## config.mk

```make
export PLATFORM = sky130hd
export DESIGN_NAME = pc_bus_top
export DESIGN_NICKNAME = d
export VERILOG_FILES = /design/src/pc_bus_pkg.sv /design/src/local_bus_if.sv /design/src/bus_controller.sv /design/src/bus_cycle_unit.sv /design/src/bus_demux.sv /design/src/mem_io_target.sv /design/src/pc_bus_top.sv
export SDC_FILE = /design/constraint.sdc
export NUM_CORES = 2
export LEC_CHECK = 0
export BUFFER_PORTS_ARGS = -buffer_cell sky130_fd_sc_hd__buf_4
export CAP_MARGIN = 15
export CORE_ASPECT_RATIO = 1.2
export CORE_UTILIZATION = 63
export CTS_BUF_LIST = sky130_fd_sc_hd__clkbuf_16
export CTS_CLUSTER_SIZE = 14
export DETAILED_ROUTE_END_ITERATION = 16
export PLACE_DENSITY = 0.79
export SLEW_MARGIN = 25
export SYNTH_ARGS = -nofsm -noshare
export SYNTH_HDL_FRONTEND = slang
export SYNTH_HIERARCHICAL = 1
export SYNTH_SLANG_ARGS = --single-unit
```

## constraint.sdc

```tcl
create_clock -name clk -period 15.01 [get_ports clk]
set_input_delay 2.2515 -clock clk [delete_from_list [all_inputs] [get_ports clk]]
set_output_delay 2.2515 -clock clk [all_outputs]
set_load 0.005 [all_outputs]
```

## src/pc_bus_pkg.sv

```systemverilog
package pc_bus_pkg;

   // Bus widths
   localparam int addr_w = 20;
   localparam int data_w = 8;
   localparam int st_w   = 3;

   // 8288 status codes on s_n[2:0]
   localparam logic [st_w-1:0] st_inta      = 3'b000;
   localparam logic [st_w-1:0] st_io_read   = 3'b001;
   localparam logic [st_w-1:0] st_io_write  = 3'b010;
   localparam logic [st_w-1:0] st_halt      = 3'b011; // Passive to the controller
   localparam logic [st_w-1:0] st_code      = 3'b100; // Opcode fetch, memory read
   localparam logic [st_w-1:0] st_mem_read  = 3'b101;
   localparam logic [st_w-1:0] st_mem_write = 3'b110;
   localparam logic [st_w-1:0] st_passive   = 3'b111;

   // I/O view of the latched address
   localparam int io_page_w = 4;
   localparam int io_port_w = 16;

   // Latched bus address
   // A memory cycle uses the whole word, an I/O cycle only the port field
   typedef union packed {
      logic [addr_w-1:0] mem;
      struct packed {
         logic [io_page_w-1:0] page; // Upper nibble, ignored by I/O decode
         logic [io_port_w-1:0] port;
      } io;
   } bus_addr_u;

endpackage

```

## src/local_bus_if.sv

```systemverilog
`timescale 1ns/1ps

interface local_bus_if;

   // Command strobes, active low
   logic mrdc_n;
   logic amwc_n;
   logic iorc_n;
   logic aiowc_n;
   logic inta_n;

   // Bus control
   logic dtr; // High for transmit (write), low for receive
   logic den;
   logic ale;

   modport ctrl (
      output mrdc_n, amwc_n, iorc_n, aiowc_n, inta_n,
      output dtr, den, ale
   );

   modport master (input ale, den, dtr);

   modport demux (input ale, den, dtr);

   modport target (input mrdc_n, amwc_n, iorc_n, aiowc_n, inta_n);

endinterface

```

## src/bus_controller.sv

```systemverilog
`timescale 1ns/1ps

module bus_controller (
   input  logic                        clk,
   input  logic                        rst,
   input  logic [pc_bus_pkg::st_w-1:0] s_n,
   input  logic                        aen_n,
   input  logic                        cen,   // Output enable
   local_bus_if.ctrl                   bus
);

   // Sequencer states, s0 is idle
   localparam logic [1:0] s0 = 2'b00;
   localparam logic [1:0] s1 = 2'b01;
   localparam logic [1:0] s2 = 2'b10;
   localparam logic [1:0] s3 = 2'b11;

   logic [1:0] state;
   logic [1:0] next_state;

   // Latched command flags
   logic mrdc_f;
   logic amwc_f;
   logic iorc_f;
   logic aiowc_f;
   logic inta_f;

   logic active;    // Status is neither halt nor passive
   logic start;     // Leaving s0 this cycle
   logic cmd_phase;
   logic rd_kind;
   logic wr_kind;

   // Ungated outputs
   logic ale_s;
   logic dtr_s;
   logic den_s;

   assign active = (s_n != pc_bus_pkg::st_halt) && (s_n != pc_bus_pkg::st_passive);
   assign start  = (state == s0) && !aen_n && active;

   always_comb begin
      case (state)
         s0:      next_state = start ? s1 : s0;
         s1:      next_state = s2;
         s2:      next_state = s3;
         default: next_state = s0;
      endcase
   end

   always_ff @(posedge clk) begin
      if (rst) begin
         state <= s0;
      end else begin
         state <= next_state;
      end
   end

   // Decode on the ALE cycle so s1 already sees the new command
   always_ff @(posedge clk) begin
      if (rst) begin
         mrdc_f  <= 1'b0;
         amwc_f  <= 1'b0;
         iorc_f  <= 1'b0;
         aiowc_f <= 1'b0;
         inta_f  <= 1'b0;
      end else if (start) begin
         mrdc_f  <= (s_n == pc_bus_pkg::st_code) || (s_n == pc_bus_pkg::st_mem_read);
         amwc_f  <= (s_n == pc_bus_pkg::st_mem_write);
         iorc_f  <= (s_n == pc_bus_pkg::st_io_read);
         aiowc_f <= (s_n == pc_bus_pkg::st_io_write);
         inta_f  <= (s_n == pc_bus_pkg::st_inta);
      end
   end

   assign cmd_phase = (state == s1) || (state == s2);
   assign rd_kind   = mrdc_f || iorc_f || inta_f;
   assign wr_kind   = amwc_f || aiowc_f;

   assign ale_s = start;
   assign dtr_s = !((state != s0) && rd_kind);                   // Receive for reads
   assign den_s = ((state == s2) && rd_kind) || ((state != s0) && wr_kind);

   // cen forces every output to its idle level
   assign bus.mrdc_n  = cen ? !(cmd_phase && mrdc_f)  : 1'b1;
   assign bus.amwc_n  = cen ? !(cmd_phase && amwc_f)  : 1'b1;
   assign bus.iorc_n  = cen ? !(cmd_phase && iorc_f)  : 1'b1;
   assign bus.aiowc_n = cen ? !(cmd_phase && aiowc_f) : 1'b1;
   assign bus.inta_n  = cen ? !(cmd_phase && inta_f)  : 1'b1;
   assign bus.dtr     = cen ? dtr_s : 1'b1;
   assign bus.den     = cen ? den_s : 1'b0;
   assign bus.ale     = cen ? ale_s : 1'b0;

endmodule

```

## src/bus_cycle_unit.sv

```systemverilog
`timescale 1ns/1ps

module bus_cycle_unit (
   input  logic                             clk,
   input  logic                             rst,
   input  logic                             req,
   input  logic [pc_bus_pkg::st_w-1:0]      req_kind,
   input  logic [pc_bus_pkg::addr_w-1:0]    req_addr,
   input  logic [pc_bus_pkg::data_w-1:0]    req_wdata,
   input  logic [pc_bus_pkg::data_w-1:0]    ad_in,
   output logic                             ready,
   output logic                             done,
   output logic [pc_bus_pkg::data_w-1:0]    rdata,
   output logic [pc_bus_pkg::st_w-1:0]      s_n,
   output logic [pc_bus_pkg::addr_w-1:0]    ad_out,
   local_bus_if.master                      bus
);

   // T states
   localparam logic [2:0] t_idle = 3'd0;
   localparam logic [2:0] t1     = 3'd1;
   localparam logic [2:0] t2     = 3'd2;
   localparam logic [2:0] t3     = 3'd3;
   localparam logic [2:0] t4     = 3'd4;

   logic [2:0]                      t_state;
   logic [pc_bus_pkg::st_w-1:0]     kind_q;
   logic [pc_bus_pkg::addr_w-1:0]   addr_q;
   logic [pc_bus_pkg::data_w-1:0]   wdata_q;
   logic                            is_write;
   logic                            data_valid;

   assign is_write = (kind_q == pc_bus_pkg::st_mem_write) ||
                     (kind_q == pc_bus_pkg::st_io_write);

   // Transceiver is pointed at us only in a read data phase
   assign data_valid = bus.den && !bus.dtr;

   always_ff @(posedge clk) begin
      if (rst) begin
         t_state <= t_idle;
      end else begin
         case (t_state)
            t_idle:  if (req) t_state <= t1;
            t1:      if (bus.ale) t_state <= t2; // Stretch T1 until ALE
            t2:      t_state <= t3;
            t3:      t_state <= t4;
            t4:      t_state <= t_idle;
            default: t_state <= t_idle;
         endcase
      end
   end

   // Request payload
   always_ff @(posedge clk) begin
      if (t_state == t_idle && req) begin
         kind_q  <= req_kind;
         addr_q  <= req_addr;
         wdata_q <= req_wdata;
      end
   end

   // Read data sampled at the end of T3
   always_ff @(posedge clk) begin
      if (t_state == t3 && !is_write) begin
         rdata <= data_valid ? ad_in : '1;
      end
   end

   // Status is active in T1 and T2 only
   always_comb begin
      s_n = pc_bus_pkg::st_passive;
      if (t_state == t1 || t_state == t2) s_n = kind_q;
   end

   always_comb begin
      ad_out = '0;
      if (t_state == t1) begin
         ad_out = addr_q;
      end else if ((t_state == t2 || t_state == t3) && is_write) begin
         ad_out = {{(pc_bus_pkg::addr_w - pc_bus_pkg::data_w){1'b0}}, wdata_q};
      end
   end

   assign ready = (t_state == t_idle);
   assign done  = (t_state == t4);

endmodule

```

## src/bus_demux.sv

```systemverilog
`timescale 1ns/1ps

module bus_demux (
   input  logic                          clk,
   input  logic                          rst,
   input  logic [pc_bus_pkg::addr_w-1:0] ad_out,
   input  logic [pc_bus_pkg::data_w-1:0] rd_data,
   output pc_bus_pkg::bus_addr_u         addr,
   output logic [pc_bus_pkg::data_w-1:0] wr_data,
   output logic [pc_bus_pkg::data_w-1:0] ad_in,
   local_bus_if.demux                    bus
);

   logic xcvr_tx; // Master to target
   logic xcvr_rx; // Target to master

   assign xcvr_tx = bus.den && bus.dtr;
   assign xcvr_rx = bus.den && !bus.dtr;

   // Address latch, transparent phase folded into the ALE edge
   always_ff @(posedge clk) begin
      if (rst) begin
         addr.mem <= '0;
      end else if (bus.ale) begin
         addr.mem <= ad_out;
      end
   end

   // Write side of the transceiver
   always_comb begin
      wr_data = '0;
      if (xcvr_tx) wr_data = ad_out[pc_bus_pkg::data_w-1:0];
   end

   // Read side, undriven bus floats high
   always_comb begin
      ad_in = '1;
      if (xcvr_rx) ad_in = rd_data;
   end

endmodule

```

## src/mem_io_target.sv

```systemverilog
`timescale 1ns/1ps

module mem_io_target #(
   parameter int                          mem_depth  = 256,
   parameter int                          io_ports   = 4,
   parameter logic [pc_bus_pkg::data_w-1:0] int_vector = 8'h08
) (
   input  logic                          clk,
   input  logic                          rst,
   input  pc_bus_pkg::bus_addr_u         addr,
   input  logic [pc_bus_pkg::data_w-1:0] wr_data,
   output logic [pc_bus_pkg::data_w-1:0] rd_data,
   local_bus_if.target                   bus
);

   localparam int mem_aw = $clog2(mem_depth);
   localparam int port_w = $clog2(io_ports);

   logic [pc_bus_pkg::data_w-1:0] mem [mem_depth];
   logic [pc_bus_pkg::data_w-1:0] port_regs [io_ports];

   logic [mem_aw-1:0] mem_idx;
   logic [port_w-1:0] port_idx;
   logic              wr_strobe;
   logic              wr_seen;   // A write strobe was low last cycle
   logic              mem_we;
   logic              io_we;

   assign mem_idx  = addr.mem[mem_aw-1:0];      // Aliases modulo mem_depth
   assign port_idx = addr.io.port[port_w-1:0];  // Low port bits only

   assign wr_strobe = !bus.amwc_n || !bus.aiowc_n;

   always_ff @(posedge clk) begin
      if (rst) begin
         wr_seen <= 1'b0;
      end else begin
         wr_seen <= wr_strobe;
      end
   end

   // Second strobe cycle is the last one, data is settled by then
   assign mem_we = !bus.amwc_n && wr_seen;
   assign io_we  = !bus.aiowc_n && wr_seen;

   always_ff @(posedge clk) begin
      if (mem_we) mem[mem_idx] <= wr_data;
   end

   always_ff @(posedge clk) begin
      if (rst) begin
         for (int i = 0; i < io_ports; i++) begin
            port_regs[i] <= '0;
         end
      end else if (io_we) begin
         port_regs[port_idx] <= wr_data;
      end
   end

   // Read mux, selected by whichever read strobe is low
   always_comb begin
      rd_data = '1;
      if (!bus.mrdc_n) begin
         rd_data = mem[mem_idx];
      end else if (!bus.iorc_n) begin
         rd_data = port_regs[port_idx];
      end else if (!bus.inta_n) begin
         rd_data = int_vector; // Vector byte of the INTA cycle
      end
   end

endmodule

```

## src/pc_bus_top.sv

```systemverilog
`timescale 1ns/1ps

module pc_bus_top #(
   parameter int                            mem_depth  = 256,
   parameter int                            io_ports   = 4,
   parameter logic [pc_bus_pkg::data_w-1:0] int_vector = 8'h08
) (
   input  logic                          clk,
   input  logic                          rst,
   input  logic                          req,
   input  logic [pc_bus_pkg::st_w-1:0]   req_kind,  // Status code of the cycle
   input  logic [pc_bus_pkg::addr_w-1:0] req_addr,
   input  logic [pc_bus_pkg::data_w-1:0] req_wdata,
   input  logic                          aen_n,
   input  logic                          cen,
   output logic                          ready,
   output logic                          done,
   output logic [pc_bus_pkg::data_w-1:0] rdata
);

   logic [pc_bus_pkg::st_w-1:0]   s_n;
   logic [pc_bus_pkg::addr_w-1:0] ad_out;
   logic [pc_bus_pkg::data_w-1:0] ad_in;
   logic [pc_bus_pkg::data_w-1:0] wr_data;
   logic [pc_bus_pkg::data_w-1:0] rd_data;
   pc_bus_pkg::bus_addr_u         addr;

   local_bus_if bus_if ();

   bus_cycle_unit u_bcu (
      .clk       (clk),
      .rst       (rst),
      .req       (req),
      .req_kind  (req_kind),
      .req_addr  (req_addr),
      .req_wdata (req_wdata),
      .ad_in     (ad_in),
      .ready     (ready),
      .done      (done),
      .rdata     (rdata),
      .s_n       (s_n),
      .ad_out    (ad_out),
      .bus       (bus_if.master)
   );

   bus_controller u_ctrl (
      .clk   (clk),
      .rst   (rst),
      .s_n   (s_n),
      .aen_n (aen_n),
      .cen   (cen),
      .bus   (bus_if.ctrl)
   );

   bus_demux u_demux (
      .clk     (clk),
      .rst     (rst),
      .ad_out  (ad_out),
      .rd_data (rd_data),
      .addr    (addr),
      .wr_data (wr_data),
      .ad_in   (ad_in),
      .bus     (bus_if.demux)
   );

   mem_io_target #(
      .mem_depth  (mem_depth),
      .io_ports   (io_ports),
      .int_vector (int_vector)
   ) u_target (
      .clk     (clk),
      .rst     (rst),
      .addr    (addr),
      .wr_data (wr_data),
      .rd_data (rd_data),
      .bus     (bus_if.target)
   );

endmodule
```

==> run metrics <==
die height=between 400 and 500 µm; first-pass iteration count of the detailed router=8; fin area=just over 90000 µm²; share of cells above drive strength 1=0.219; P per Cell Area=approximately 120 nW/µm²; Post-route DRC=0; worst rel slew slack=0.165; H-Tree Depth=4; num rows=between 100 and 150; Clock transition at path regs=roughly 60 ps; CTS Hold Bufs=0; post-cts resize count=0; Reg area=about 64000 µm²; final antenna-violating net count=0; GRT Total Usage=0.317; R2R setup slack=9080 ps; DP Area=85000 µm²; Tot Pwr=approximately 11000 µW; Yosys warning total=6; Final min period=between 5000 and 6000 ps; buffer count from post-CTS setup fixing=0; Clock Latency Late Sink=between 800 and 900 ps; worst min path class=reg2reg; total of max-cap violations=0; final number of hold-violating endpoints=0; Post-layout nets=about 4100; outcome=complete, no violations; via count=42400; synthesized area=about 83000 µm²; first-pass GRT wire length=slightly below 300000 µm; post-DR vias/cell=between 7 and 8; Final Slew Violations=0; CP endpoint=u_bcu/rdata[2]; Worst setup EP type=flop; die width=approximately 330 µm; Placed Cells=around 5600; Setup Crit Path Kind=reg2reg; largest net degree at the start of global routing=121; CTS tree=done; Final GP Congestion=0.915; RR Endpoint=u_bcu/rdata[2]; crit path DAT=6460 ps; Syn Area/Cell=approximately 21 µm²; clk root buf=clkbuf_16; I/O Pins=46; r2r startpoint=u_demux/addr[0]; multi-input logic area=18200 µm²; Initial DRC Count=between 6000 and 7000; RSZ-0062 raised after global routing=no; period utilisation layout=0.395; final cell count without fillers=a little under 6000; syn nets=4032; Setup TNS=0 ps; leakage=between 0.02 and 0.025 µW; Core Area=between 100000 and 150000 µm²; Bufs on Longest Clock Path=3; CP startpoint kind=flop; cell depth of the worst flop-to-flop path=11; CP Max Fanout=82; Sink Count=around 2100; global route overflow=0; fmax=169 MHz; initial antenna violation count=10; Filler Cell Count=7403; IO buf count=33; hold slack final=just under 500 ps; Worst EP required=15540 ps; Syn Inst Count=roughly 4000; vias in the first global route=42100; Crit. Startpoint=u_demux/addr[0]; P&R area growth vs syn=9.19%; Clock Skews=between 20 and 30 ps; initial core utilization=0.637; Die Footprint=around 130000 µm²; final setup fails=0; peak supply drop=about 0.00012 V; aggregate routed wire length=around 210000 µm; CTS Buf Count=about 190; Worst-Margin Slew=between 1000 and 1500 ps; Routed WL per cell=approximately 35 µm; post-DP HPWL=between 100000 and 150000 µm
final cells by class:
class,instances,share of cell area
diodes,8,0.000220
well taps,1690,0.0233
inverters,17,0.000716
repair buffers,118,0.0112
multi-input cells,1611,0.200
flip-flops and latches,2126,0.701
clock buffers,197,0.0543
clock inverters,143,0.00875
metal layers:
| metal | up-vias | track usage | part of all wire |
|---|---|---|---|
| li1 | 16600 | - | - |
| met2 | 3335 | 0.498 | 0.48 |
| met1 | 21800 | 0.410 | 0.33 |
| met5 | - | 0.00433 | 0.0014 |
| met4 | 18 | 0.181 | 0.065 |
| met3 | 671 | 0.0807 | 0.12 |
where the power goes:
part	switching (µW)	leakage, µW	internal, µW
Combinational	64.9	0.00435	35.2
Clock	2070	0.00304	2470
Sequential	5.11	0.0150	6440
layout by cell type, fill, tap and decap left out, types with 15 or more instances in the layout:
cell,n
a21oi_1,29
a22o_1,18
a22oi_1,36
and2_1,19
and3_1,15
buf_4,103
clkbuf_16,197
clkinv_1,44
clkinv_2,29
edfxtp_1,2107
inv_1,71
mux2i_1,139
mux4_2,513
nand2_1,123
nand2b_1,35
nand3_1,48
nor2_1,327
nor2b_1,19
nor3_1,22
o21ai_0,27
o22ai_1,53
state kept, by name (all words and copies together), names as in the netlist:
name	count
u_target/mem	2048
u_target/port_regs	32
u_bcu/addr_q	8
u_bcu/rdata	8
u_bcu/wdata_q	8
u_demux/addr	8
u_bcu/kind_q	3
u_bcu/t_state	3
u_ctrl/state	2
u_ctrl/aiowc_f	1
u_ctrl/amwc_f	1
u_ctrl/inta_f	1
u_ctrl/iorc_f	1
u_ctrl/mrdc_f	1
u_target/wr_seen	1
stage by stage:
stage                     worst slack (ps)  utilization
after global placement                9190        0.650
final                                 9080        0.695
after floorplan                       7960            -
after global routing                  8840        0.695
after CTS                             9100        0.694
after detailed placement              9210        0.651
worst min-delay path by stage:
stage,from,to,slack [ps],cells past startpoint
6_report,u_ctrl/state[1],u_ctrl/state[0],480,1
5_1_grt,u_ctrl/state[1],u_ctrl/state[0],510,1
4_1_cts,u_ctrl/state[1],u_ctrl/state[0],470,1
3_5_place_dp,u_ctrl/state[1],u_ctrl/state[0],480,1
3_3_place_gp,u_ctrl/state[1],u_ctrl/state[0],470,1
2_1_floorplan,u_ctrl/state[1],u_ctrl/state[0],450,1
worst max-delay path, cell delays in order (launching register included):
cell and delay (ps):
dfxtp_4 750, buf_4 690, buf_4 680, buf_12 510
mux4_2 630, nor2_1 160, a21oi_1 90, o221ai_1 740
o2111ai_1 550, o31a_1 460, nand2b_1 160, nand2b_1 170
(Power assumes the default switching activity.)
